File: src/design/renameCtrlPkg.sv
// Recovery control definitions
// State encoding and step counter for the map-table recovery sequencer

`default_nettype none

package renameCtrlPkg;

    // Speculative map is either live or being restored from the retirement map
    typedef enum logic {
        recIdle,
        recCopying
    } recoveryState;

    // Width of the remaining-step counter
    localparam int recoveryStepCount = 4;

    typedef logic [recoveryStepCount-1:0] recoveryStep;

endpackage : renameCtrlPkg

`default_nettype wire

File: src/design/renameTypesPkg.sv
// Register numbering for the rename block
// Logical and physical register numbers, free-list sizing and occupancy type

`default_nettype none

package renameTypesPkg;

    // Architectural and physical register file sizes
    localparam int lRegCount = 16;
    localparam int pRegCount = 32;

    // Registers not held by the identity map start out free
    localparam int freeListSize = pRegCount - lRegCount;

    // Logical register number, 16 registers
    typedef logic [3:0] lRegNum;

    // Physical register number, 32 registers
    typedef logic [4:0] pRegNum;

    // Free-list occupancy, 0 up to freeListSize
    typedef logic [4:0] freeCount;

endpackage : renameTypesPkg

`default_nettype wire

File: src/design/freeList.sv
// Free list of physical registers
// Circular buffer that hands out several registers and takes back several per cycle

`timescale 1ns/100ps
`default_nettype none

module freeList #(
    parameter int size = 16,
    parameter int popWidth = 2,
    parameter int pushWidth = 2
) (
    input  logic                     clk,
    input  logic                     rstN,
    input  logic                     pop [popWidth],
    input  logic                     push [pushWidth],
    input  renameTypesPkg::pRegNum   pushedData [pushWidth],
    output renameTypesPkg::pRegNum   poppedData [popWidth],
    output renameTypesPkg::freeCount count
);

    localparam int ptrWidth = $clog2(size);

    renameTypesPkg::pRegNum entries [size];
    logic [ptrWidth-1:0] head;
    logic [ptrWidth-1:0] tail;
    logic [ptrWidth-1:0] popAddr [popWidth];
    logic [ptrWidth-1:0] pushAddr [pushWidth];
    int popTotal;
    int pushTotal;

    // Pointer advance with wrap, offset never exceeds size
    function automatic logic [ptrWidth-1:0] wrapAdd(
        input logic [ptrWidth-1:0] ptr,
        input int offset
    );
        int sum;
        sum = int'(ptr) + offset;
        if (sum >= size) begin
            sum = sum - size;
        end
        return ptrWidth'(sum);
    endfunction

    // Active pops take consecutive entries from the head
    always_comb begin
        popTotal = 0;
        for (int i = 0; i < popWidth; i++) begin
            popAddr[i] = wrapAdd(head, popTotal);
            poppedData[i] = entries[popAddr[i]];
            if (pop[i]) begin
                popTotal = popTotal + 1;
            end
        end
    end

    // Pushes are packed onto the tail in slot order
    always_comb begin
        pushTotal = 0;
        for (int c = 0; c < pushWidth; c++) begin
            pushAddr[c] = wrapAdd(tail, pushTotal);
            if (push[c]) begin
                pushTotal = pushTotal + 1;
            end
        end
    end

    // Reset fills the list with the registers above the identity map
    always_ff @(posedge clk or negedge rstN) begin
        if (!rstN) begin
            for (int i = 0; i < size; i++) begin
                entries[i] <= renameTypesPkg::pRegNum'(renameTypesPkg::lRegCount + i);
            end
        end else begin
            for (int c = 0; c < pushWidth; c++) begin
                if (push[c]) begin
                    entries[pushAddr[c]] <= pushedData[c];
                end
            end
        end
    end

    always_ff @(posedge clk or negedge rstN) begin
        if (!rstN) begin
            head <= '0;
            tail <= '0;
            count <= renameTypesPkg::freeCount'(size);
        end else begin
            head <= wrapAdd(head, popTotal);
            tail <= wrapAdd(tail, pushTotal);
            count <= renameTypesPkg::freeCount'(int'(count) + pushTotal - popTotal);
        end
    end

endmodule : freeList

`default_nettype wire

File: src/design/renameLogic.sv
// Rename control
// Allocates and releases physical registers, bypasses within a rename group,
// drives map writes and restores the speculative map after a flush

`timescale 1ns/100ps
`default_nettype none

module renameLogic #(
    parameter int renameWidth = 2,
    parameter int commitWidth = 2
) (
    input  logic                     clk,
    input  logic                     rstN,
    input  logic                     flush,
    input  logic                     renameValid [renameWidth],
    input  logic                     writeReg [renameWidth],
    input  renameTypesPkg::lRegNum   logSrcA [renameWidth],
    input  renameTypesPkg::lRegNum   logSrcB [renameWidth],
    input  renameTypesPkg::lRegNum   logDst [renameWidth],
    input  logic                     releaseValid [commitWidth],
    input  renameTypesPkg::pRegNum   releaseReg [commitWidth],
    input  renameTypesPkg::freeCount freeListCount,
    input  renameTypesPkg::pRegNum   poppedReg [renameWidth],
    input  renameTypesPkg::pRegNum   mapSrcAPhy [renameWidth],
    input  renameTypesPkg::pRegNum   mapSrcBPhy [renameWidth],
    input  renameTypesPkg::pRegNum   mapDstPhy [renameWidth],
    input  renameTypesPkg::pRegNum   retireReadPhy [renameWidth],
    output logic                     allocatable,
    output logic                     recovering,
    output logic                     pop [renameWidth],
    output logic                     push [commitWidth],
    output renameTypesPkg::pRegNum   pushedReg [commitWidth],
    output renameTypesPkg::pRegNum   phySrcA [renameWidth],
    output renameTypesPkg::pRegNum   phySrcB [renameWidth],
    output renameTypesPkg::pRegNum   phyDst [renameWidth],
    output renameTypesPkg::pRegNum   phyPrevDst [renameWidth],
    output logic                     mapWrite [renameWidth],
    output renameTypesPkg::lRegNum   mapWriteLog [renameWidth],
    output renameTypesPkg::pRegNum   mapWritePhy [renameWidth],
    output renameTypesPkg::lRegNum   retireReadLog [renameWidth]
);

    // Cycles needed to copy the whole retirement map
    localparam int copySteps = renameTypesPkg::lRegCount / renameWidth;

    renameCtrlPkg::recoveryState state;
    renameCtrlPkg::recoveryStep stepsLeft;
    renameTypesPkg::lRegNum recoveryIndex;
    logic anyRename;

    assign recovering = (state == renameCtrlPkg::recCopying);

    // Front end stalls during recovery or when a full group cannot be served
    assign allocatable = !recovering && (int'(freeListCount) >= renameWidth);

    always_ff @(posedge clk or negedge rstN) begin
        if (!rstN) begin
            state <= renameCtrlPkg::recIdle;
            stepsLeft <= '0;
            recoveryIndex <= '0;
        end else if (flush) begin
            state <= renameCtrlPkg::recCopying;
            stepsLeft <= renameCtrlPkg::recoveryStep'(copySteps - 1);
            recoveryIndex <= '0;
        end else if (recovering) begin
            recoveryIndex <= recoveryIndex + renameTypesPkg::lRegNum'(renameWidth);
            if (stepsLeft == '0) begin
                state <= renameCtrlPkg::recIdle;
            end else begin
                stepsLeft <= stepsLeft - 1'b1;
            end
        end
    end

    // Released registers go straight to the free-list tail
    always_comb begin
        for (int c = 0; c < commitWidth; c++) begin
            push[c] = releaseValid[c];
            pushedReg[c] = releaseReg[c];
        end
    end

    always_comb begin
        anyRename = 1'b0;
        for (int i = 0; i < renameWidth; i++) begin
            pop[i] = renameValid[i] && writeReg[i];
            anyRename = anyRename | renameValid[i];
            phyDst[i] = poppedReg[i];
            phySrcA[i] = mapSrcAPhy[i];
            phySrcB[i] = mapSrcBPhy[i];
            phyPrevDst[i] = mapDstPhy[i];
            // Youngest earlier writer of the same register overrides the map
            for (int j = 0; j < i; j++) begin
                if (pop[j] && logDst[j] == logSrcA[i]) begin
                    phySrcA[i] = poppedReg[j];
                end
                if (pop[j] && logDst[j] == logSrcB[i]) begin
                    phySrcB[i] = poppedReg[j];
                end
                if (pop[j] && logDst[j] == logDst[i]) begin
                    phyPrevDst[i] = poppedReg[j];
                end
            end
            retireReadLog[i] = recoveryIndex + renameTypesPkg::lRegNum'(i);
        end

        // Rename writes have priority, otherwise copy from the retirement map
        for (int i = 0; i < renameWidth; i++) begin
            if (anyRename) begin
                mapWrite[i] = pop[i];
                mapWriteLog[i] = logDst[i];
                mapWritePhy[i] = poppedReg[i];
            end else begin
                mapWrite[i] = recovering;
                mapWriteLog[i] = retireReadLog[i];
                mapWritePhy[i] = retireReadPhy[i];
            end
        end
    end

endmodule : renameLogic

`default_nettype wire

File: src/design/renameMapTable.sv
// Speculative rename map table
// Logical to physical mapping with source and destination read ports

`timescale 1ns/100ps
`default_nettype none

module renameMapTable #(
    parameter int readWidth = 2,
    parameter int writeWidth = 2
) (
    input  logic                   clk,
    input  logic                   rstN,
    input  renameTypesPkg::lRegNum readSrcA [readWidth],
    input  renameTypesPkg::lRegNum readSrcB [readWidth],
    input  renameTypesPkg::lRegNum readDst [readWidth],
    input  logic                   write [writeWidth],
    input  renameTypesPkg::lRegNum writeLog [writeWidth],
    input  renameTypesPkg::pRegNum writePhy [writeWidth],
    output renameTypesPkg::pRegNum srcAPhy [readWidth],
    output renameTypesPkg::pRegNum srcBPhy [readWidth],
    output renameTypesPkg::pRegNum dstPhy [readWidth]
);

    renameTypesPkg::pRegNum mapping [renameTypesPkg::lRegCount];

    // Reads see the table as it was before this edge
    always_comb begin
        for (int i = 0; i < readWidth; i++) begin
            srcAPhy[i] = mapping[readSrcA[i]];
            srcBPhy[i] = mapping[readSrcB[i]];
            dstPhy[i] = mapping[readDst[i]];
        end
    end

    always_ff @(posedge clk or negedge rstN) begin
        if (!rstN) begin
            // Identity map
            for (int r = 0; r < renameTypesPkg::lRegCount; r++) begin
                mapping[r] <= renameTypesPkg::pRegNum'(r);
            end
        end else begin
            // Ascending loop, so the highest port wins a conflict
            for (int w = 0; w < writeWidth; w++) begin
                if (write[w]) begin
                    mapping[writeLog[w]] <= writePhy[w];
                end
            end
        end
    end

endmodule : renameMapTable

`default_nettype wire

File: src/design/renameUnit.sv
// Register rename unit
// Free list, speculative and retirement map tables and their control

`timescale 1ns/100ps
`default_nettype none

module renameUnit #(
    parameter int renameWidth = 2,
    parameter int commitWidth = 2
) (
    input  logic                   clk,
    input  logic                   rstN,
    input  logic                   flush,
    input  logic                   renameValid [renameWidth],
    input  logic                   writeReg [renameWidth],
    input  renameTypesPkg::lRegNum logSrcA [renameWidth],
    input  renameTypesPkg::lRegNum logSrcB [renameWidth],
    input  renameTypesPkg::lRegNum logDst [renameWidth],
    input  logic                   retireValid [commitWidth],
    input  renameTypesPkg::lRegNum retireLogDst [commitWidth],
    input  renameTypesPkg::pRegNum retirePhyDst [commitWidth],
    input  logic                   releaseValid [commitWidth],
    input  renameTypesPkg::pRegNum releaseReg [commitWidth],
    output logic                   allocatable,
    output logic                   recovering,
    output renameTypesPkg::pRegNum phySrcA [renameWidth],
    output renameTypesPkg::pRegNum phySrcB [renameWidth],
    output renameTypesPkg::pRegNum phyDst [renameWidth],
    output renameTypesPkg::pRegNum phyPrevDst [renameWidth]
);

    logic pop [renameWidth];
    logic push [commitWidth];
    renameTypesPkg::pRegNum pushedReg [commitWidth];
    renameTypesPkg::pRegNum poppedReg [renameWidth];
    renameTypesPkg::freeCount freeListCount;
    renameTypesPkg::pRegNum mapSrcAPhy [renameWidth];
    renameTypesPkg::pRegNum mapSrcBPhy [renameWidth];
    renameTypesPkg::pRegNum mapDstPhy [renameWidth];
    logic mapWrite [renameWidth];
    renameTypesPkg::lRegNum mapWriteLog [renameWidth];
    renameTypesPkg::pRegNum mapWritePhy [renameWidth];
    renameTypesPkg::lRegNum retireReadLog [renameWidth];
    renameTypesPkg::pRegNum retireReadPhy [renameWidth];

    freeList #(
        .size(renameTypesPkg::freeListSize),
        .popWidth(renameWidth),
        .pushWidth(commitWidth)
    ) regFreeList (
        .clk(clk),
        .rstN(rstN),
        .pop(pop),
        .push(push),
        .pushedData(pushedReg),
        .poppedData(poppedReg),
        .count(freeListCount)
    );

    renameMapTable #(
        .readWidth(renameWidth),
        .writeWidth(renameWidth)
    ) specMap (
        .clk(clk),
        .rstN(rstN),
        .readSrcA(logSrcA),
        .readSrcB(logSrcB),
        .readDst(logDst),
        .write(mapWrite),
        .writeLog(mapWriteLog),
        .writePhy(mapWritePhy),
        .srcAPhy(mapSrcAPhy),
        .srcBPhy(mapSrcBPhy),
        .dstPhy(mapDstPhy)
    );

    retireMapTable #(
        .commitWidth(commitWidth),
        .readWidth(renameWidth)
    ) retireMap (
        .clk(clk),
        .rstN(rstN),
        .retireValid(retireValid),
        .retireLogDst(retireLogDst),
        .retirePhyDst(retirePhyDst),
        .readLog(retireReadLog),
        .readPhy(retireReadPhy)
    );

    renameLogic #(
        .renameWidth(renameWidth),
        .commitWidth(commitWidth)
    ) renameCtrl (
        .clk(clk),
        .rstN(rstN),
        .flush(flush),
        .renameValid(renameValid),
        .writeReg(writeReg),
        .logSrcA(logSrcA),
        .logSrcB(logSrcB),
        .logDst(logDst),
        .releaseValid(releaseValid),
        .releaseReg(releaseReg),
        .freeListCount(freeListCount),
        .poppedReg(poppedReg),
        .mapSrcAPhy(mapSrcAPhy),
        .mapSrcBPhy(mapSrcBPhy),
        .mapDstPhy(mapDstPhy),
        .retireReadPhy(retireReadPhy),
        .allocatable(allocatable),
        .recovering(recovering),
        .pop(pop),
        .push(push),
        .pushedReg(pushedReg),
        .phySrcA(phySrcA),
        .phySrcB(phySrcB),
        .phyDst(phyDst),
        .phyPrevDst(phyPrevDst),
        .mapWrite(mapWrite),
        .mapWriteLog(mapWriteLog),
        .mapWritePhy(mapWritePhy),
        .retireReadLog(retireReadLog)
    );

endmodule : renameUnit

`default_nettype wire

File: src/design/retireMapTable.sv
// Retirement rename map table
// Committed mapping, written at retire and read back during recovery

`timescale 1ns/100ps
`default_nettype none

module retireMapTable #(
    parameter int commitWidth = 2,
    parameter int readWidth = 2
) (
    input  logic                   clk,
    input  logic                   rstN,
    input  logic                   retireValid [commitWidth],
    input  renameTypesPkg::lRegNum retireLogDst [commitWidth],
    input  renameTypesPkg::pRegNum retirePhyDst [commitWidth],
    input  renameTypesPkg::lRegNum readLog [readWidth],
    output renameTypesPkg::pRegNum readPhy [readWidth]
);

    renameTypesPkg::pRegNum mapping [renameTypesPkg::lRegCount];

    always_comb begin
        for (int i = 0; i < readWidth; i++) begin
            readPhy[i] = mapping[readLog[i]];
        end
    end

    always_ff @(posedge clk or negedge rstN) begin
        if (!rstN) begin
            for (int r = 0; r < renameTypesPkg::lRegCount; r++) begin
                mapping[r] <= renameTypesPkg::pRegNum'(r);
            end
        end else begin
            // Younger retire slot wins when two commit the same register
            for (int c = 0; c < commitWidth; c++) begin
                if (retireValid[c]) begin
                    mapping[retireLogDst[c]] <= retirePhyDst[c];
                end
            end
        end
    end

endmodule : retireMapTable

`default_nettype wire

File: config.mk
export PLATFORM = sky130hd
export DESIGN_NAME = renameUnit
export DESIGN_NICKNAME = d
export VERILOG_FILES = /design/src/design/renameCtrlPkg.sv /design/src/design/renameTypesPkg.sv /design/src/design/freeList.sv /design/src/design/renameLogic.sv /design/src/design/renameMapTable.sv /design/src/design/renameUnit.sv /design/src/design/retireMapTable.sv
export SDC_FILE = /design/constraint.sdc
export NUM_CORES = 1
export LEC_CHECK = 0
export CORE_ASPECT_RATIO = 0.75
export CORE_MARGIN = 5
export CORE_UTILIZATION = 70
export DETAILED_ROUTE_END_ITERATION = 7
export DONT_BUFFER_PORTS = 1
export PLACE_DENSITY = 0.86
export SLEW_MARGIN = 0
export SYNTH_ARGS = -nofsm -noshare
export SYNTH_HDL_FRONTEND = slang
export SYNTH_SLANG_ARGS = --single-unit
File: constraint.sdc
create_clock -name clk -period 7.3 [get_ports clk]
set_input_delay 0.365 -clock clk [delete_from_list [all_inputs] [get_ports clk]]
set_output_delay 0.365 -clock clk [all_outputs]
set_load 0.1 [all_outputs]
Word level (Yosys, flattened, before mapping)

Cells that the tools add are included.
Widths: inputs -> output; s select.

Add/sub/neg operators: 17
Reduce and logical (&&, ||, !) cells: 16
Mux-type cells: 81
Bitwise logic cells: 17
$lt $le $gt $ge: 29
Eq/ne operators: 4

Operator list:

| kind                | count |
|---|---|
| $bwmux 80           | 6 |
| $mux 80             | 6 |
| $bmux 5 s4          | 10 |
| $mux 5              | 31 |
| $demux 5 s4         | 6 |
| $ge 5x5->1 const B  | 18 |
| $not 4->5           | 16 |
| $ge 32x6->1 const B | 2 |
| $mux 4              | 13 |
| $lt 5x1->1 const B  | 6 |
| $sub 4x1->4 const B | 7 |
| $eq 4x4->1          | 3 |
| $logic_and 1x1->1   | 12 |
| $add 4x1->5         | 2 |
| $add 4x2->5         | 2 |
| $ge 4x5->1 const B  | 2 |
| $mux 1              | 7 |
| $add 5x5->5         | 1 |
| $ge 5x2->1 const B  | 1 |
| $sub 5x5->5         | 1 |
| $add 1x1->2 const B | 2 |
| $add 4x1->4 const B | 1 |
| $add 4x2->4 const B | 1 |
| $logic_not 4->1     | 1 |
| other kinds (6)     | 7 |

Logic and storage cells: 218
Bits in registers: 262
Bits of input ports: 63

Depth between registers and ports, before layout

Depth in word-level cells: 12
Depth in mapped cells: 14

Modules after synthesis

From an unflattened synthesis, not the netlist that was laid out.

Cell total of the unflattened synthesis: 2085
Area total of the unflattened synthesis: 21343.0 µm²

By module, submodules not included:

| module         | seq. area each (µm²) | cells an instance | area each (µm²) | times used |
|---|---|---|---|---|
| renameMapTable | 2042.0               | 801               | 7933.9          | 1 |
| freeList       | 2388.5               | 494               | 6493.7          | 1 |
| retireMapTable | 2042.0               | 617               | 5646.7          | 1 |
| renameLogic    | 200.2                | 173               | 1268.7          | 1 |

Worst setup path before layout

Ideal clock, no wire load.

Kind: input to output
Start point: in logSrcA[1] in the netlist's numbering
End point: out phySrcA[3] in the netlist's numbering
Cell stages on the path: 5
Arrival: 3575 ps
Path slack: 3360 ps
Cell sequence: buf_1 > clkbuf_1 > xnor2_1 > nand3_1 > o21ai_0

RTL lines:

| element         | line             | RTL |
|---|---|---|
| start, declared | renameUnit.sv:16 | `input renameTypesPkg::lRegNum logSrcA [renameWidth],` |
| end, declared   | renameUnit.sv:26 | `output renameTypesPkg::pRegNum phySrcA [renameWidth],` |

==> out/summary.txt <==
Buf+Inv Stages, Crit Path -> 2
share of the synthesized area in the top cell type -> 22.2%
number of global-route vias before repair -> 16700
post-synthesis async set-or-reset flop share -> 100%
WP data arrival -> 4.78 ns
critical path cell sequence -> ha_1 -> xor2_4 -> mux4_2 -> mux2i_1 -> inv_1 -> o21ai_2 -> inv_1
TritonCTS clock tree -> yes
routability cong. -> 1.04
WL per Instance -> 30.6 um
first-pass GRT wire length -> 102000 um
fill cell count -> 1881
syn nets -> 1916
total global routing overflow -> 0
Residual DRC -> 26
Max Slew Vio Count -> 0
DIE WIDTH -> 204 um
non-filler cells, final -> 2179
Ys Warns -> 0
initial antenna violation count -> 1
Tmin final -> 5.14 ns
drt first pass iters -> 8
Core Area -> 28000 sq um
largest net degree at the start of global routing -> 262
Initial Util -> 70.8%
Pwr Density -> 490 nW/um^2
Global Route Usage Sum -> 41.7%
Mapped Cells -> 1830
Clock Sinks -> 261
antenna-violating nets left -> 0
#FFs+latches synth -> 261
final hold vios -> 13
Worst Setup Start Kind -> register
vias -> 16900
top cell type by total area after synthesis -> mux4_2
# hold bufs at CTS -> 32
crit end category -> primary output
Placed Cells -> 2095
RSZ-0062 raised after global routing -> false
fmax -> 194 MHz
max-cap viol count -> 0
CP Max Fanout -> 30
synth unique cells -> 70
Top delay family on crit path -> multiplexers
pre-CTS setup slack -> 2.85 ns
Clock Path Buffers -> 3
area delta synth->final -> 6.06%
Final TNS setup -> 0 ns
Worst-path clk slew -> 0.07 ns
Antenna Cells -> 0
Post-Syn Area -> 19800 sq um
Hold Path Class -> in2async
Seq/Total Area, Yosys -> 33.7%
initial DRC count -> 3033
normalized max-slew margin -> 12.9%
worst endpoint required time -> 6.93 ns
# H-tree levels -> 1
Chip Height -> 156 um
PortBufs -> 0
kind of critical path -> reg2out
total routed wirelength -> 66600 um
die area -> 31800 sq um
outcome -> complete, but fails checks
fin nets -> 1859
Main synth FF type -> dfrtp_1
Max rail drop VDD -> 0.336 mV
Pwr Total -> 10300 uW
post_cts resized -> 0
Most common cell on crit path -> inv_1
Root Buffer -> clkbuf_16
final worst slack -> 2.16 ns
cts bufs inserted -> 27
HPWL Detailed -> 46000 um
Synth area leaders -> mux4_2, dfrtp_1, dfstp_2, mux2i_1, nand2_1
CP peak stage delay -> 0.87 ns
Lkg Pwr -> 0.00822 uW
vias per inst -> 7.75
post-CTS setup buffer count -> 0
worst-margin pin slew -> 1.31 ns
clk_skew -> 0.0121 ns
layout cell share with drive strength beyond 1 -> 24.6%
Syn Area/Cell -> 10.8 sq um
number of synthesized flops with an enable pin -> 0
endpoints failing setup -> 0
worst hold margin -> -0.0963 ns
worst-skew pair later-pin latency -> 0.58 ns
row cnt -> 53
Tcrit/Tclk final -> 70.5%
critical path's slowest cell -> xor2_4
failing checks -> design-rule violations, negative hold slack
I/O pin count -> 105
[registers in the layout (all words and copies together), names as in the netlist]
signal	count
regFreeList.entries	80
retireMap.mapping	80
specMap.mapping	80
regFreeList.count	5
regFreeList.head	4
regFreeList.tail	4
renameCtrl.stepsLeft	4
renameCtrl.recoveryIndex	3
renameCtrl.recovering	1
[worst paths after layout]
kind	start	endpoint	slack, ns	cells after the start
worst max register to register	regFreeList.head[1]$_DFF_PN0_	specMap.mapping[25]$_DFF_PN0_	3.36	7
worst max-delay path	regFreeList.head[1]$_DFF_PN0_	phyDst[0]	2.16	7
worst min register to register	retireMap.mapping[41]$_DFF_PN1_	retireMap.mapping[41]$_DFF_PN1_	0.56	2
worst min-delay path	rstN	regFreeList.tail[1]$_DFF_PN0_	-0.1	1
min in group clk	releaseReg[7]	regFreeList.entries[52]$_DFF_PN1_	0	2
max in group asynchronous	rstN	specMap.mapping[22]$_DFF_PN0_	6.42	1
[cell type report]
type	instances	area (sq um)	share of cell area (%)
Sequential cell	261	6670	31.8
Clock inverter	10	120	0.572
Inverter	39	151	0.721
Timing Repair Buffer	43	425	2.02
Clock buffer	40	785	3.73
Tap cell	385	482	2.29
Multi-Input combinational cell	1401	12400	58.9
[cells in the mapped netlist (all sizes together), types with 31 or more instances]
cell type	n
a21oi	99
mux4	198
dfrtp	148
buf	56
and3	31
o22ai	36
o21ai	154
clkbuf	73
mux2i	218
nand2	204
dfstp	113
mux2	34
inv	37
nor2	163
[metal layers]
| metal | vias up | track usage [%] | part of all wire [%] |
|---|---|---|---|
| li1 | 6798 | - | - |
| met5 | - | 0.595 | 0.023 |
| met1 | 8186 | 57.9 | 36 |
| met3 | 363 | 18.2 | 17 |
| met4 | 2 | 14.6 | 5.2 |
| met2 | 1530 | 59.5 | 41 |
[through the flow]
| stage | area, sq um | util (%) |
|---|---|---|
| 5_1_grt | 21000 | 75.1 |
| 3_5_place_dp | 19700 | 70.6 |
| 2_1_floorplan | 19800 | - |
| 4_1_cts | 21000 | 75.0 |
| 3_3_place_gp | 19700 | 70.6 |
| 6_report | 21000 | 75.1 |
[cells in the final DEF, fill, tap and decap left out, types with 6 or more instances in the layout]
cell	n
xor2_1	15
nand3b_1	8
dfrtp_1	148
o21ai_2	10
o21ai_1	6
a22oi_1	24
nor2_1	163
nor3_1	19
clkbuf_16	27
xnor2_1	9
o21ai_0	138
a21oi_1	99
nand2b_1	13
o211ai_1	24
mux2i_1	214
o22ai_1	35
clkbuf_1	7
inv_1	36
and2_1	15
ha_1	19
nor2b_1	9
nand3_1	17
mux4_2	195
or3_1	8
a22o_1	8
dlygate4sd3_1	33
nand2_1	201
buf_4	9
mux2_2	34
clkbuf_8	6
dfstp_2	113
and3_1	31
[power by group]
group	switching [uW]	total (uW)	internal, uW
clock network	619	1440	818
logic	3500	5530	2030
registers	1090	3340	2250
total	5210	10300	5090
[logic make-up (layout without fill, tap and decap cells)]
logic type               Yosys count  in the layout  synth area share (%)
AO/OA/AOI/OAI                    383            383                  11.7
XOR/XNOR                          26             26                  1.28
adder cells (fa/ha/maj)           23             23                  1.60
buffers and inverters            168            132                  3.94
flip-flops                       261            261                  33.7
multiplexers                     450            450                  35.6
AND/OR/NAND/NOR                  519            519                  12.2
Note: power is estimated with default switching activity, not from simulation.
